`src/hdl/conv_defines.svh`:
```
`ifndef CONV_DEFINES_SVH
`define CONV_DEFINES_SVH

////////////////////
// Data format
`define CONV_DATA_WIDTH      16
`define CONV_FRAC_BITS       8
`define CONV_ACC_WIDTH       40

////////////////////
// Layer shape
`define CONV_CHANNEL_NUM_IN  4
`define CONV_CHANNEL_NUM_OUT 4
// Only sizes the test frame
`define CONV_IMAGE_WIDTH     2

////////////////////
// Output buffering
`define CONV_FIFO_DEPTH      8
// Stages from beat issue to FIFO write
`define CONV_PIPE_DEPTH      2

`endif

```
`src/hdl/conv_pkg.sv`:
```
`include "conv_defines.svh"

package conv_pkg;

  // Fixed-point data words
  typedef logic signed [`CONV_DATA_WIDTH-1:0]   pxl_t;
  typedef logic signed [`CONV_DATA_WIDTH-1:0]   weight_t;
  typedef logic signed [2*`CONV_DATA_WIDTH-1:0] prod_t;
  typedef logic signed [`CONV_ACC_WIDTH-1:0]    acc_t;

  // Index into the weight buffer in output channel major order
  typedef logic [$clog2(`CONV_CHANNEL_NUM_OUT*`CONV_CHANNEL_NUM_IN)-1:0] w_addr_t;

  // One replayed input channel with flags marking the ends of an output channel
  typedef struct packed {
    pxl_t    data;
    w_addr_t waddr;
    logic    first;
    logic    last;
  } conv_beat_t;

  typedef struct packed {
    prod_t product;
    logic  first;
    logic  last;
  } prod_beat_t;

  typedef enum logic {COLLECT, REPLAY} loop_state_t;

endpackage

```
`src/hdl/conv_loop_data_in.sv`:
```
`timescale 1ns/1ps
`include "conv_defines.svh"

module conv_loop_data_in (
  input  logic                 clk,
  input  logic                 reset,
  input  logic                 pxl_valid,
  input  conv_pkg::pxl_t       pxl_data,
  input  logic                 weights_loaded,
  input  logic                 fifo_space,
  output logic                 pxl_ready,
  output conv_pkg::conv_beat_t beat,
  output logic                 beat_valid
);

  import conv_pkg::*;

  localparam int IC_W = $clog2(`CONV_CHANNEL_NUM_IN);
  localparam int OC_W = $clog2(`CONV_CHANNEL_NUM_OUT);
  localparam logic [IC_W-1:0] IC_LAST = IC_W'(`CONV_CHANNEL_NUM_IN - 1);
  localparam logic [OC_W-1:0] OC_LAST = OC_W'(`CONV_CHANNEL_NUM_OUT - 1);

  loop_state_t     state;
  logic [IC_W-1:0] ic_cnt;
  logic [OC_W-1:0] oc_cnt;
  pxl_t            pxl_buf [`CONV_CHANNEL_NUM_IN];

  logic pxl_fire;

  // New pixel only once the weights are in place
  assign pxl_ready  = (state == COLLECT) && weights_loaded;
  assign pxl_fire   = pxl_valid && pxl_ready;
  // Issue stalls while the output FIFO could overflow
  assign beat_valid = (state == REPLAY) && fifo_space;

  always_comb begin
    beat.data  = pxl_buf[ic_cnt];
    beat.waddr = w_addr_t'(oc_cnt * `CONV_CHANNEL_NUM_IN + ic_cnt);
    beat.first = (ic_cnt == '0);
    beat.last  = (ic_cnt == IC_LAST);
  end

  ////////////////////
  // Pixel store
  always_ff @(posedge clk) begin
    if (pxl_fire) begin
      pxl_buf[ic_cnt] <= pxl_data;
    end
  end

  ////////////////////
  // Collect / replay FSM
  always_ff @(posedge clk) begin
    if (reset) begin
      state  <= COLLECT;
      ic_cnt <= '0;
      oc_cnt <= '0;
    end else begin
      case (state)
        COLLECT: begin
          if (pxl_fire) begin
            if (ic_cnt == IC_LAST) begin
              ic_cnt <= '0;
              state  <= REPLAY;
            end else begin
              ic_cnt <= ic_cnt + 1'b1;
            end
          end
        end
        REPLAY: begin
          if (beat_valid) begin
            if (ic_cnt == IC_LAST) begin
              ic_cnt <= '0;
              if (oc_cnt == OC_LAST) begin
                // Final beat of the pixel
                oc_cnt <= '0;
                state  <= COLLECT;
              end else begin
                oc_cnt <= oc_cnt + 1'b1;
              end
            end else begin
              ic_cnt <= ic_cnt + 1'b1;
            end
          end
        end
        default: state <= COLLECT;
      endcase
    end
  end

endmodule

```
`src/hdl/conv_1x1_mac.sv`:
```
`timescale 1ns/1ps
`include "conv_defines.svh"

module conv_1x1_mac (
  input  logic                 clk,
  input  logic                 reset,
  input  logic                 weight_valid,
  input  conv_pkg::weight_t    weight_data,
  input  conv_pkg::conv_beat_t beat,
  input  logic                 beat_valid,
  output logic                 weight_ready,
  output logic                 weights_loaded,
  output conv_pkg::prod_beat_t prod,
  output logic                 prod_valid
);

  import conv_pkg::*;

  localparam int      W_NUM  = `CONV_CHANNEL_NUM_OUT * `CONV_CHANNEL_NUM_IN;
  localparam w_addr_t W_LAST = w_addr_t'(W_NUM - 1);

  weight_t weight_buf [W_NUM];
  w_addr_t load_ptr;

  logic    weight_fire;
  weight_t sel_weight;
  pxl_t    sel_data;
  prod_t   product;

  // Buffer accepts weights until the last entry is written
  assign weight_ready = !weights_loaded;
  assign weight_fire  = weight_valid && weight_ready;

  ////////////////////
  // Weight load
  always_ff @(posedge clk) begin
    if (weight_fire) begin
      weight_buf[load_ptr] <= weight_data;
    end
  end

  always_ff @(posedge clk) begin
    if (reset) begin
      load_ptr       <= '0;
      weights_loaded <= 1'b0;
    end else if (weight_fire) begin
      if (load_ptr == W_LAST) begin
        weights_loaded <= 1'b1;
      end else begin
        load_ptr <= load_ptr + 1'b1;
      end
    end
  end

  ////////////////////
  // Multiply
  assign sel_weight = weight_buf[beat.waddr];
  assign sel_data   = beat.data;
  // Full-precision signed product without rounding
  assign product    = prod_t'(sel_data) * prod_t'(sel_weight);

  always_ff @(posedge clk) begin
    if (beat_valid) begin
      prod.product <= product;
      prod.first   <= beat.first;
      prod.last    <= beat.last;
    end
  end

  always_ff @(posedge clk) begin
    if (reset) begin
      prod_valid <= 1'b0;
    end else begin
      prod_valid <= beat_valid;
    end
  end

endmodule

```
`src/hdl/conv_channel_adder.sv`:
```
`timescale 1ns/1ps
`include "conv_defines.svh"

module conv_channel_adder (
  input  logic                 clk,
  input  logic                 reset,
  input  conv_pkg::prod_beat_t prod,
  input  logic                 prod_valid,
  output conv_pkg::pxl_t       sum_data,
  output logic                 sum_valid
);

  import conv_pkg::*;

  // Limits of the output word in accumulator width
  localparam acc_t SAT_MAX = acc_t'(2**(`CONV_DATA_WIDTH-1) - 1);
  localparam acc_t SAT_MIN = acc_t'(-(2**(`CONV_DATA_WIDTH-1)));

  acc_t acc;
  acc_t acc_next;
  acc_t scaled;
  pxl_t sat;

  always_comb begin
    // First product restarts the sum
    if (prod.first) begin
      acc_next = acc_t'(prod.product);
    end else begin
      acc_next = acc + acc_t'(prod.product);
    end
    // Floor toward minus infinity
    scaled = acc_next >>> `CONV_FRAC_BITS;
    if (scaled > SAT_MAX) begin
      sat = pxl_t'(SAT_MAX);
    end else if (scaled < SAT_MIN) begin
      sat = pxl_t'(SAT_MIN);
    end else begin
      sat = pxl_t'(scaled);
    end
  end

  ////////////////////
  // Accumulate
  always_ff @(posedge clk) begin
    if (prod_valid) begin
      acc <= acc_next;
      if (prod.last) begin
        sum_data <= sat;
      end
    end
  end

  always_ff @(posedge clk) begin
    if (reset) begin
      sum_valid <= 1'b0;
    end else begin
      sum_valid <= prod_valid && prod.last;
    end
  end

endmodule

```
`src/hdl/conv_out_fifo.sv`:
```
`timescale 1ns/1ps
`include "conv_defines.svh"

module conv_out_fifo (
  input  logic           clk,
  input  logic           reset,
  input  logic           wr_valid,
  input  conv_pkg::pxl_t wr_data,
  input  logic           issue_last,
  input  logic           out_ready,
  output logic           out_valid,
  output conv_pkg::pxl_t out_data,
  output logic           fifo_space
);

  import conv_pkg::*;

  localparam int PTR_W = $clog2(`CONV_FIFO_DEPTH);
  localparam int CNT_W = $clog2(`CONV_FIFO_DEPTH + 1);
  localparam int INF_W = $clog2(`CONV_PIPE_DEPTH + 1);

  pxl_t             mem [`CONV_FIFO_DEPTH];
  logic [PTR_W-1:0] wr_ptr;
  logic [PTR_W-1:0] rd_ptr;
  logic [CNT_W-1:0] count;
  // Results issued upstream but not yet written here
  logic [INF_W-1:0] inflight;
  logic [CNT_W:0]   occupied;
  logic             rd_fire;

  assign out_valid = (count != '0);
  assign out_data  = mem[rd_ptr];
  assign rd_fire   = out_valid && out_ready;

  // Reserve a slot for every result still in the pipeline
  assign occupied   = {1'b0, count} + (CNT_W+1)'(inflight);
  assign fifo_space = (occupied < (CNT_W+1)'(`CONV_FIFO_DEPTH));

  ////////////////////
  // Storage
  always_ff @(posedge clk) begin
    if (wr_valid) begin
      mem[wr_ptr] <= wr_data;
    end
  end

  always_ff @(posedge clk) begin
    if (reset) begin
      wr_ptr   <= '0;
      rd_ptr   <= '0;
      count    <= '0;
      inflight <= '0;
    end else begin
      if (wr_valid) begin
        wr_ptr <= wr_ptr + 1'b1;
      end
      if (rd_fire) begin
        rd_ptr <= rd_ptr + 1'b1;
      end
      count    <= count + CNT_W'(wr_valid) - CNT_W'(rd_fire);
      inflight <= inflight + INF_W'(issue_last) - INF_W'(wr_valid);
    end
  end

endmodule

```
`src/hdl/cnn_conv_1x1.sv`:
```
`timescale 1ns/1ps

module cnn_conv_1x1 (
  input  logic              clk,
  input  logic              reset,
  input  logic              weight_valid,
  input  conv_pkg::weight_t weight_data,
  output logic              weight_ready,
  input  logic              pxl_valid,
  input  conv_pkg::pxl_t    pxl_data,
  output logic              pxl_ready,
  output logic              out_valid,
  output conv_pkg::pxl_t    out_data,
  input  logic              out_ready
);

  import conv_pkg::*;

  logic       weights_loaded;
  logic       fifo_space;
  conv_beat_t beat;
  logic       beat_valid;
  prod_beat_t prod;
  logic       prod_valid;
  pxl_t       sum_data;
  logic       sum_valid;

  ////////////////////
  // Replay pixels per output channel
  conv_loop_data_in loop_i (
    .clk           (clk),
    .reset         (reset),
    .pxl_valid     (pxl_valid),
    .pxl_data      (pxl_data),
    .weights_loaded(weights_loaded),
    .fifo_space    (fifo_space),
    .pxl_ready     (pxl_ready),
    .beat          (beat),
    .beat_valid    (beat_valid)
  );

  conv_1x1_mac mac_i (
    .clk           (clk),
    .reset         (reset),
    .weight_valid  (weight_valid),
    .weight_data   (weight_data),
    .beat          (beat),
    .beat_valid    (beat_valid),
    .weight_ready  (weight_ready),
    .weights_loaded(weights_loaded),
    .prod          (prod),
    .prod_valid    (prod_valid)
  );

  conv_channel_adder add_i (
    .clk       (clk),
    .reset     (reset),
    .prod      (prod),
    .prod_valid(prod_valid),
    .sum_data  (sum_data),
    .sum_valid (sum_valid)
  );

  // FIFO tracks results in flight from the issue port
  conv_out_fifo fifo_i (
    .clk       (clk),
    .reset     (reset),
    .wr_valid  (sum_valid),
    .wr_data   (sum_data),
    .issue_last(beat_valid && beat.last),
    .out_ready (out_ready),
    .out_valid (out_valid),
    .out_data  (out_data),
    .fifo_space(fifo_space)
  );

endmodule

```
`config.mk`:
```
export PLATFORM = sky130hd
export DESIGN_NAME = cnn_conv_1x1
export DESIGN_NICKNAME = d
export VERILOG_FILES = /design/src/hdl/conv_pkg.sv /design/src/hdl/conv_loop_data_in.sv /design/src/hdl/conv_1x1_mac.sv /design/src/hdl/conv_channel_adder.sv /design/src/hdl/conv_out_fifo.sv /design/src/hdl/cnn_conv_1x1.sv
export VERILOG_INCLUDE_DIRS = /design/src /design/src/hdl
export SDC_FILE = /design/constraint.sdc
export NUM_CORES = 1
export LEC_CHECK = 0
export BUFFER_PORTS_ARGS = -buffer_cell sky130_fd_sc_hd__clkbuf_2
export CORE_ASPECT_RATIO = 1.1
export CORE_UTILIZATION = 54
export CTS_BUF_LIST = sky130_fd_sc_hd__clkbuf_16
export DETAILED_ROUTE_END_ITERATION = 10
export PLACE_DENSITY_LB_ADDON = 0.25
export SLEW_MARGIN = 20
export SYNTH_ARGS = -nofsm -noshare
export SYNTH_HDL_FRONTEND = slang
export SYNTH_SLANG_ARGS = --single-unit
```
`constraint.sdc`:
```
create_clock -name clk -period 16.11 [get_ports clk]
set_input_delay 0.8055 -clock clk [delete_from_list [all_inputs] [get_ports clk]]
set_output_delay 0.8055 -clock clk [all_outputs]
set_load 0.01 [all_outputs]
```
# Word-level counts from Yosys, hierarchy flattened
# Memory sizes are Yosys's and may differ from the RTL's. A register that Yosys moved wholly into a read port is not among the register bits.
# Index checks and enable logic that the tools add are counted.
# totals
n_memories	3
input_bits	37
ramBits	448
word_cells	80
reg_bits	114
# op_classes
n_lt_le_gt_ge	3
n_mul	1
eq_ne	5
reduce_logical	15
add_sub_neg	12
bitwise_logic	2
n_mux	23
# mem_list
memory	words	width	read_ports	rd_ports_with_merged_regs	write_ports	line	rtl
mac_i.weight_buf	16	16	1	0	1	conv_1x1_mac.sv:22	weight_t weight_buf [W_NUM];
fifo_i.mem	8	16	1	1	1	conv_out_fifo.sv:22	pxl_t mem [`CONV_FIFO_DEPTH];
loop_i.pxl_buf	4	16	1	1	1	conv_loop_data_in.sv:26	pxl_t pxl_buf [`CONV_CHANNEL_NUM_IN];
# ops
op	n
$add A40 B32 Y40	1
$mux W40	1
$gt A32 B16 Y1 const B	1
$lt A32 B16 Y1 const B	1
$mul A16 B16 Y32	1
$mux W16	1
$mux W2	6
$mux W1	11
$reduce_and A2 Y1	4
$logic_and A1 B1 Y1	7
$add A3 B1 Y3 const B	2
$mux W3	2
$add A4 B2 Y5	1
$lt A5 B4 Y1 const B	1
$add A2 B1 Y2 const B	2
$add A4 B1 Y4	1
$add A4 B1 Y4 const B	1
$add A4 B2 Y4	1
$eq A2 B2 Y1 const B	2
$eq A4 B4 Y1 const B	1
$pmux W2 S2	1
$reduce_bool A4 Y1	1
$sub A4 B1 Y4	1
$reduce_and A3 Y1	1
other kinds (8)	9

# Longest topological paths before layout
# depth
depth_word	7
depth_mapped	32
mapped_depth_nobuf	29

# By module
# From an unflattened synthesis, not the netlist that was laid out.
# hier_totals
cells_unflattened	2523
area_unflattened_um2	34714.5
# by_module_without_submodules
module	area_per_inst_um2	cells_each	n_inst
conv_1x1_mac	21212.8	1573	1
conv_out_fifo	5716.7	275	1
conv_channel_adder	5044.8	548	1
conv_loop_data_in	2733.9	126	1
cnn_conv_1x1	6.3	1	1

# Worst setup path before layout
# No wires, ideal clock.
# synth_path
kind	register -> register
from	register loop_i.ic_cnt[0]
to	register, netlist name mac_i.prod[33]
period_less_slack_ns	8.337
slack_ns	7.773
path_buffers	3
setup_time_ns	0.260
arrival_time_ns	8.077
stages_incl_launch_ff	30
cell_sequence	dfxtp_1 > buf_1 > buf_1 > mux4_2 > mux2_2 > o21ai_1 > clkbuf_1 > nor2_1 > fa_1 > inv_1 > fa_1 > fa_1 > inv_1 > ha_1 > fa_1 > inv_1 > fa_1 > inv_1 > ha_1 > a21oi_1 > o21ai_0 > and3_1 > a221oi_1 > o31ai_1 > nand4_1 > a31oi_1 > a221oi_1 > o21ai_0 > a21oi_1 > xnor2_1
# synth_via
elab_chain_cells	3
# synth_rtl
item	line	rtl
from (decl)	conv_loop_data_in.sv:24	logic [IC_W-1:0] ic_cnt;
from (signal assigned)	conv_loop_data_in.sv:66	ic_cnt <= ic_cnt + 1'b1;
from (signal assigned)	conv_loop_data_in.sv:82	ic_cnt <= ic_cnt + 1'b1;
$add A4 B2 Y4	conv_loop_data_in.sv:38	beat.waddr = w_addr_t'(oc_cnt * `CONV_CHANNEL_NUM_IN + ic_cnt);
$mem_v2 Z16 W16	-	
$mul A16 B16 Y32	conv_1x1_mac.sv:60	assign product = prod_t'(sel_data) * prod_t'(sel_weight);
net mac_i.product[31]	conv_1x1_mac.sv:28	prod_t product;
# The timed path passes the listed nets, and every way through them passes these cells.
# A chain may end at the register's enable or synchronous reset.

# Final worst setup path
# layout_path
from	register loop_i.ic_cnt[0]
to	register, netlist name mac_i.prod[32]
# layout_via
elab_chain_cells	3
# layout_rtl
item	line
$add A4 B2 Y4	conv_loop_data_in.sv:38
$mem_v2 Z16 W16	-
$mul A16 B16 Y32	conv_1x1_mac.sv:60
net mac_i.product[30]	conv_1x1_mac.sv:28
# The timed path passes the listed nets, and every way through them passes these cells.

==> out/summary.txt <==
post-synth net total -> 2,990
Peak supply drop -> 150 µV
status -> complete, no violations
Overflow after GRT -> 0
vias in the first global route -> 20,673
ys async rst share -> 0%
insertion delay to the later sink of the worst-skew pair -> 0.65 ns
HP Class -> input pin to flop
DP HPWL -> 49,500 µm
Sink Count -> 567
Synth Flop Type -> edfxtp_1
ranking of synthesized cells by area -> edfxtp_1 48%, fa_1 16%, mux4_2 7.0%, ha_1 5.2%, inv_1 4.1%
largest net degree at the start of global routing -> 68
DR vias/cell -> 5.61
worst slack at placement -> 7.01 ns
max-slew violation count -> 0
Antenna Nets Post-Route -> 0
Most common cell on crit path -> fa_1
Slew @ Worst Pin -> 1.18 ns
Yosys cell types -> 74
Hold-fix buffers, CTS -> 0
PwrDens -> 154 nW/µm²
total CTS buffers -> 55
clk slew on worst S/H paths -> 0.06 ns
DRC -> 0
RSZ-0062 raised after global routing -> no
global-route wire length before repair -> 112,000 µm
Synth top area share -> 47.8%
Worst slew margin -> 20.7%
DIE HEIGHT -> 264 µm
minimum clock period -> 9.06 ns
Die Area -> 63,500 µm²
DRT iter0 DRCs -> 1,371
slowest cell delay on critical path -> 0.81 ns
Setup violations, final -> 0
crit path launch type -> flop
setup ws final -> 7.05 ns
final period utilization -> 56.2%
max cap viols -> 0
final clock skew -> 0.0558 ns
Post-synth EDFFs -> 538
sequential share of the synthesized area -> 49.6%
Hold Slack -> 0.418 ns
Worst Setup End Kind -> flop
slowest CP cell -> buf_4
per-cell routed wire length -> 20.0 µm
routability cong. -> 0.884
crit-path max FO -> 51
gr usage total -> 22.9%
synthesized cell area -> 33,800 µm²
TritonCTS clock tree -> done
Static Leak -> 14.3 nW
CTS max path bufs -> 3
I/O Buffers -> 55
Die W -> 240 µm
drt pass-1 iters -> 8
area delta synth->final -> 9.49%
std cell rows -> 95
crit path kind -> flop to flop
Synth Warn # -> 0
Final Core Density -> 60.2%
final hold violation count -> 0
core area -> 61,500 µm²
Mapped Cells -> 2,548
largest area contributor in the netlist -> edfxtp_1
antenna diode count -> 0
Fin Setup TNS -> 0 ns
#FFs+latches synth -> 567
count leader, synth -> edfxtp_1
highest clock rate -> 110 MHz
share of post-route cells with drive strength above 1 -> 13.9%
Avg Inst Size Synth -> 13.3 µm²
Final #Nets -> 3,069
FILL cells -> 4,746
CTS resizes -> 0
Root Driver -> clkbuf_16
Max H-tree Level -> 2
antenna violations before repair -> 0
post-CTS setup buffer count -> 0
starting density of the core -> 55.0%
Final Power -> 5.71 mW
DRT Wirelength -> 69,800 µm
routed vias -> 19,616
Ports -> 56
WP data required -> 16.47 ns
crit path DAT -> 9.42 ns
top cells by count, synth -> 538 x edfxtp_1, 372 x inv_1, 264 x fa_1
kinds of logic (layout without fill, tap and decap cells):
| logic type | Yosys count | count (layout) | synth area share [%] |
|---|---|---|---|
| buf+inv | 457 | 582 | 5.12 |
| fa+ha+maj | 405 | 405 | 20.9 |
| xor+xnor | 71 | 71 | 1.84 |
| simple gates | 580 | 580 | 7.61 |
| mux | 176 | 176 | 9.26 |
| flops | 567 | 567 | 49.6 |
| compound gates | 292 | 292 | 5.73 |
worst paths after layout:
path                     from                     to  slack, ns  depth (start not counted)
min              pxl_data[15]  loop_i.pxl_buf[3][15]       0.42                          1
max reg2reg  loop_i.ic_cnt[0]         mac_i.prod[32]       7.05                         28
max          loop_i.ic_cnt[0]         mac_i.prod[32]       7.05                         28
min reg2reg  fifo_i.rd_ptr[1]                   flop       0.49                          2
sequential cells by signal, indices dropped and copies added, names as in the netlist, named ones only:
name / count
mac_i.load_ptr: 4
loop_i.ic_cnt: 2
fifo_i.wr_ptr: 3
mac_i.prod_valid: 1
add_i.sum_valid: 1
loop_i.oc_cnt: 2
mac_i.weights_loaded: 1
loop_i.state: 1
fifo_i.rd_ptr: 3
mac_i.prod: 34
fifo_i.mem: 128
fifo_i.count: 4
add_i.acc: 40
add_i.sum_data: 16
loop_i.pxl_buf: 64
fifo_i.inflight: 2
mac_i.weight_buf: 256
where the power goes:
part,internal [mW],switching (mW)
clock network,0.691,0.555
logic,1.21,1.47
registers,1.77,0.00880
total,3.68,2.04
layout by cell type (no fill, tap or decap), types with 22 or more instances in the layout:
master     count
xor2_1        22
ha_1         141
xnor2_1       49
nor2b_1       29
edfxtp_1     538
clkbuf_2      55
nor2_1       207
o21ai_0       52
and2_1        24
a21o_1        28
nand3_1       23
o21a_1        22
mux4_2       105
mux2i_1       29
mux2_2        42
fa_1         264
a21oi_1       77
clkbuf_16     55
dfxtp_1       25
buf_4         52
nand2_1      206
inv_1        390
stage by stage:
step / area, µm² / cells
after floorplan: 33800 / 2548
after global placement: 35200 / 3394
after detailed placement: 35200 / 3394
after CTS: 37000 / 3497
after global routing: 37000 / 3497
final: 37000 / 3497
area by class of cell:
class | count | area [µm²] | share of cell area (%)
well taps | 824 | 1030 | 2.79
multi-input cells | 1524 | 15400 | 41.5
clock buffers | 55 | 1380 | 3.72
clock inverters | 48 | 403 | 1.09
flip-flops and latches | 567 | 16700 | 45.3
inverters | 372 | 1400 | 3.78
repair buffers | 107 | 666 | 1.80
per-layer routing:
metal	share of wire, %	vias to the layer above	track usage [%]
met1	42	9940	30.1
met3	5.1	124	3.18
li1	-	9008	-
met4	2.6	0	6.28
met5	0	-	0
met2	51	544	39.8
worst max-delay path, delay by kind of cell (launching register included):
| family | cells | cell delay, ns |
|---|---|---|
| and+or+nand+nor | 2 | 0.20 |
| DFF | 1 | 0.55 |
| xor gates and xnor gates | 1 | 0.09 |
| adders and majority gates | 7 | 3.08 |
| buffers and inverters | 6 | 1.33 |
| AOI/OAI and AO/OA | 10 | 2.58 |
| muxes | 2 | 0.87 |
No activity file was read; power rests on OpenSTA's default activity.
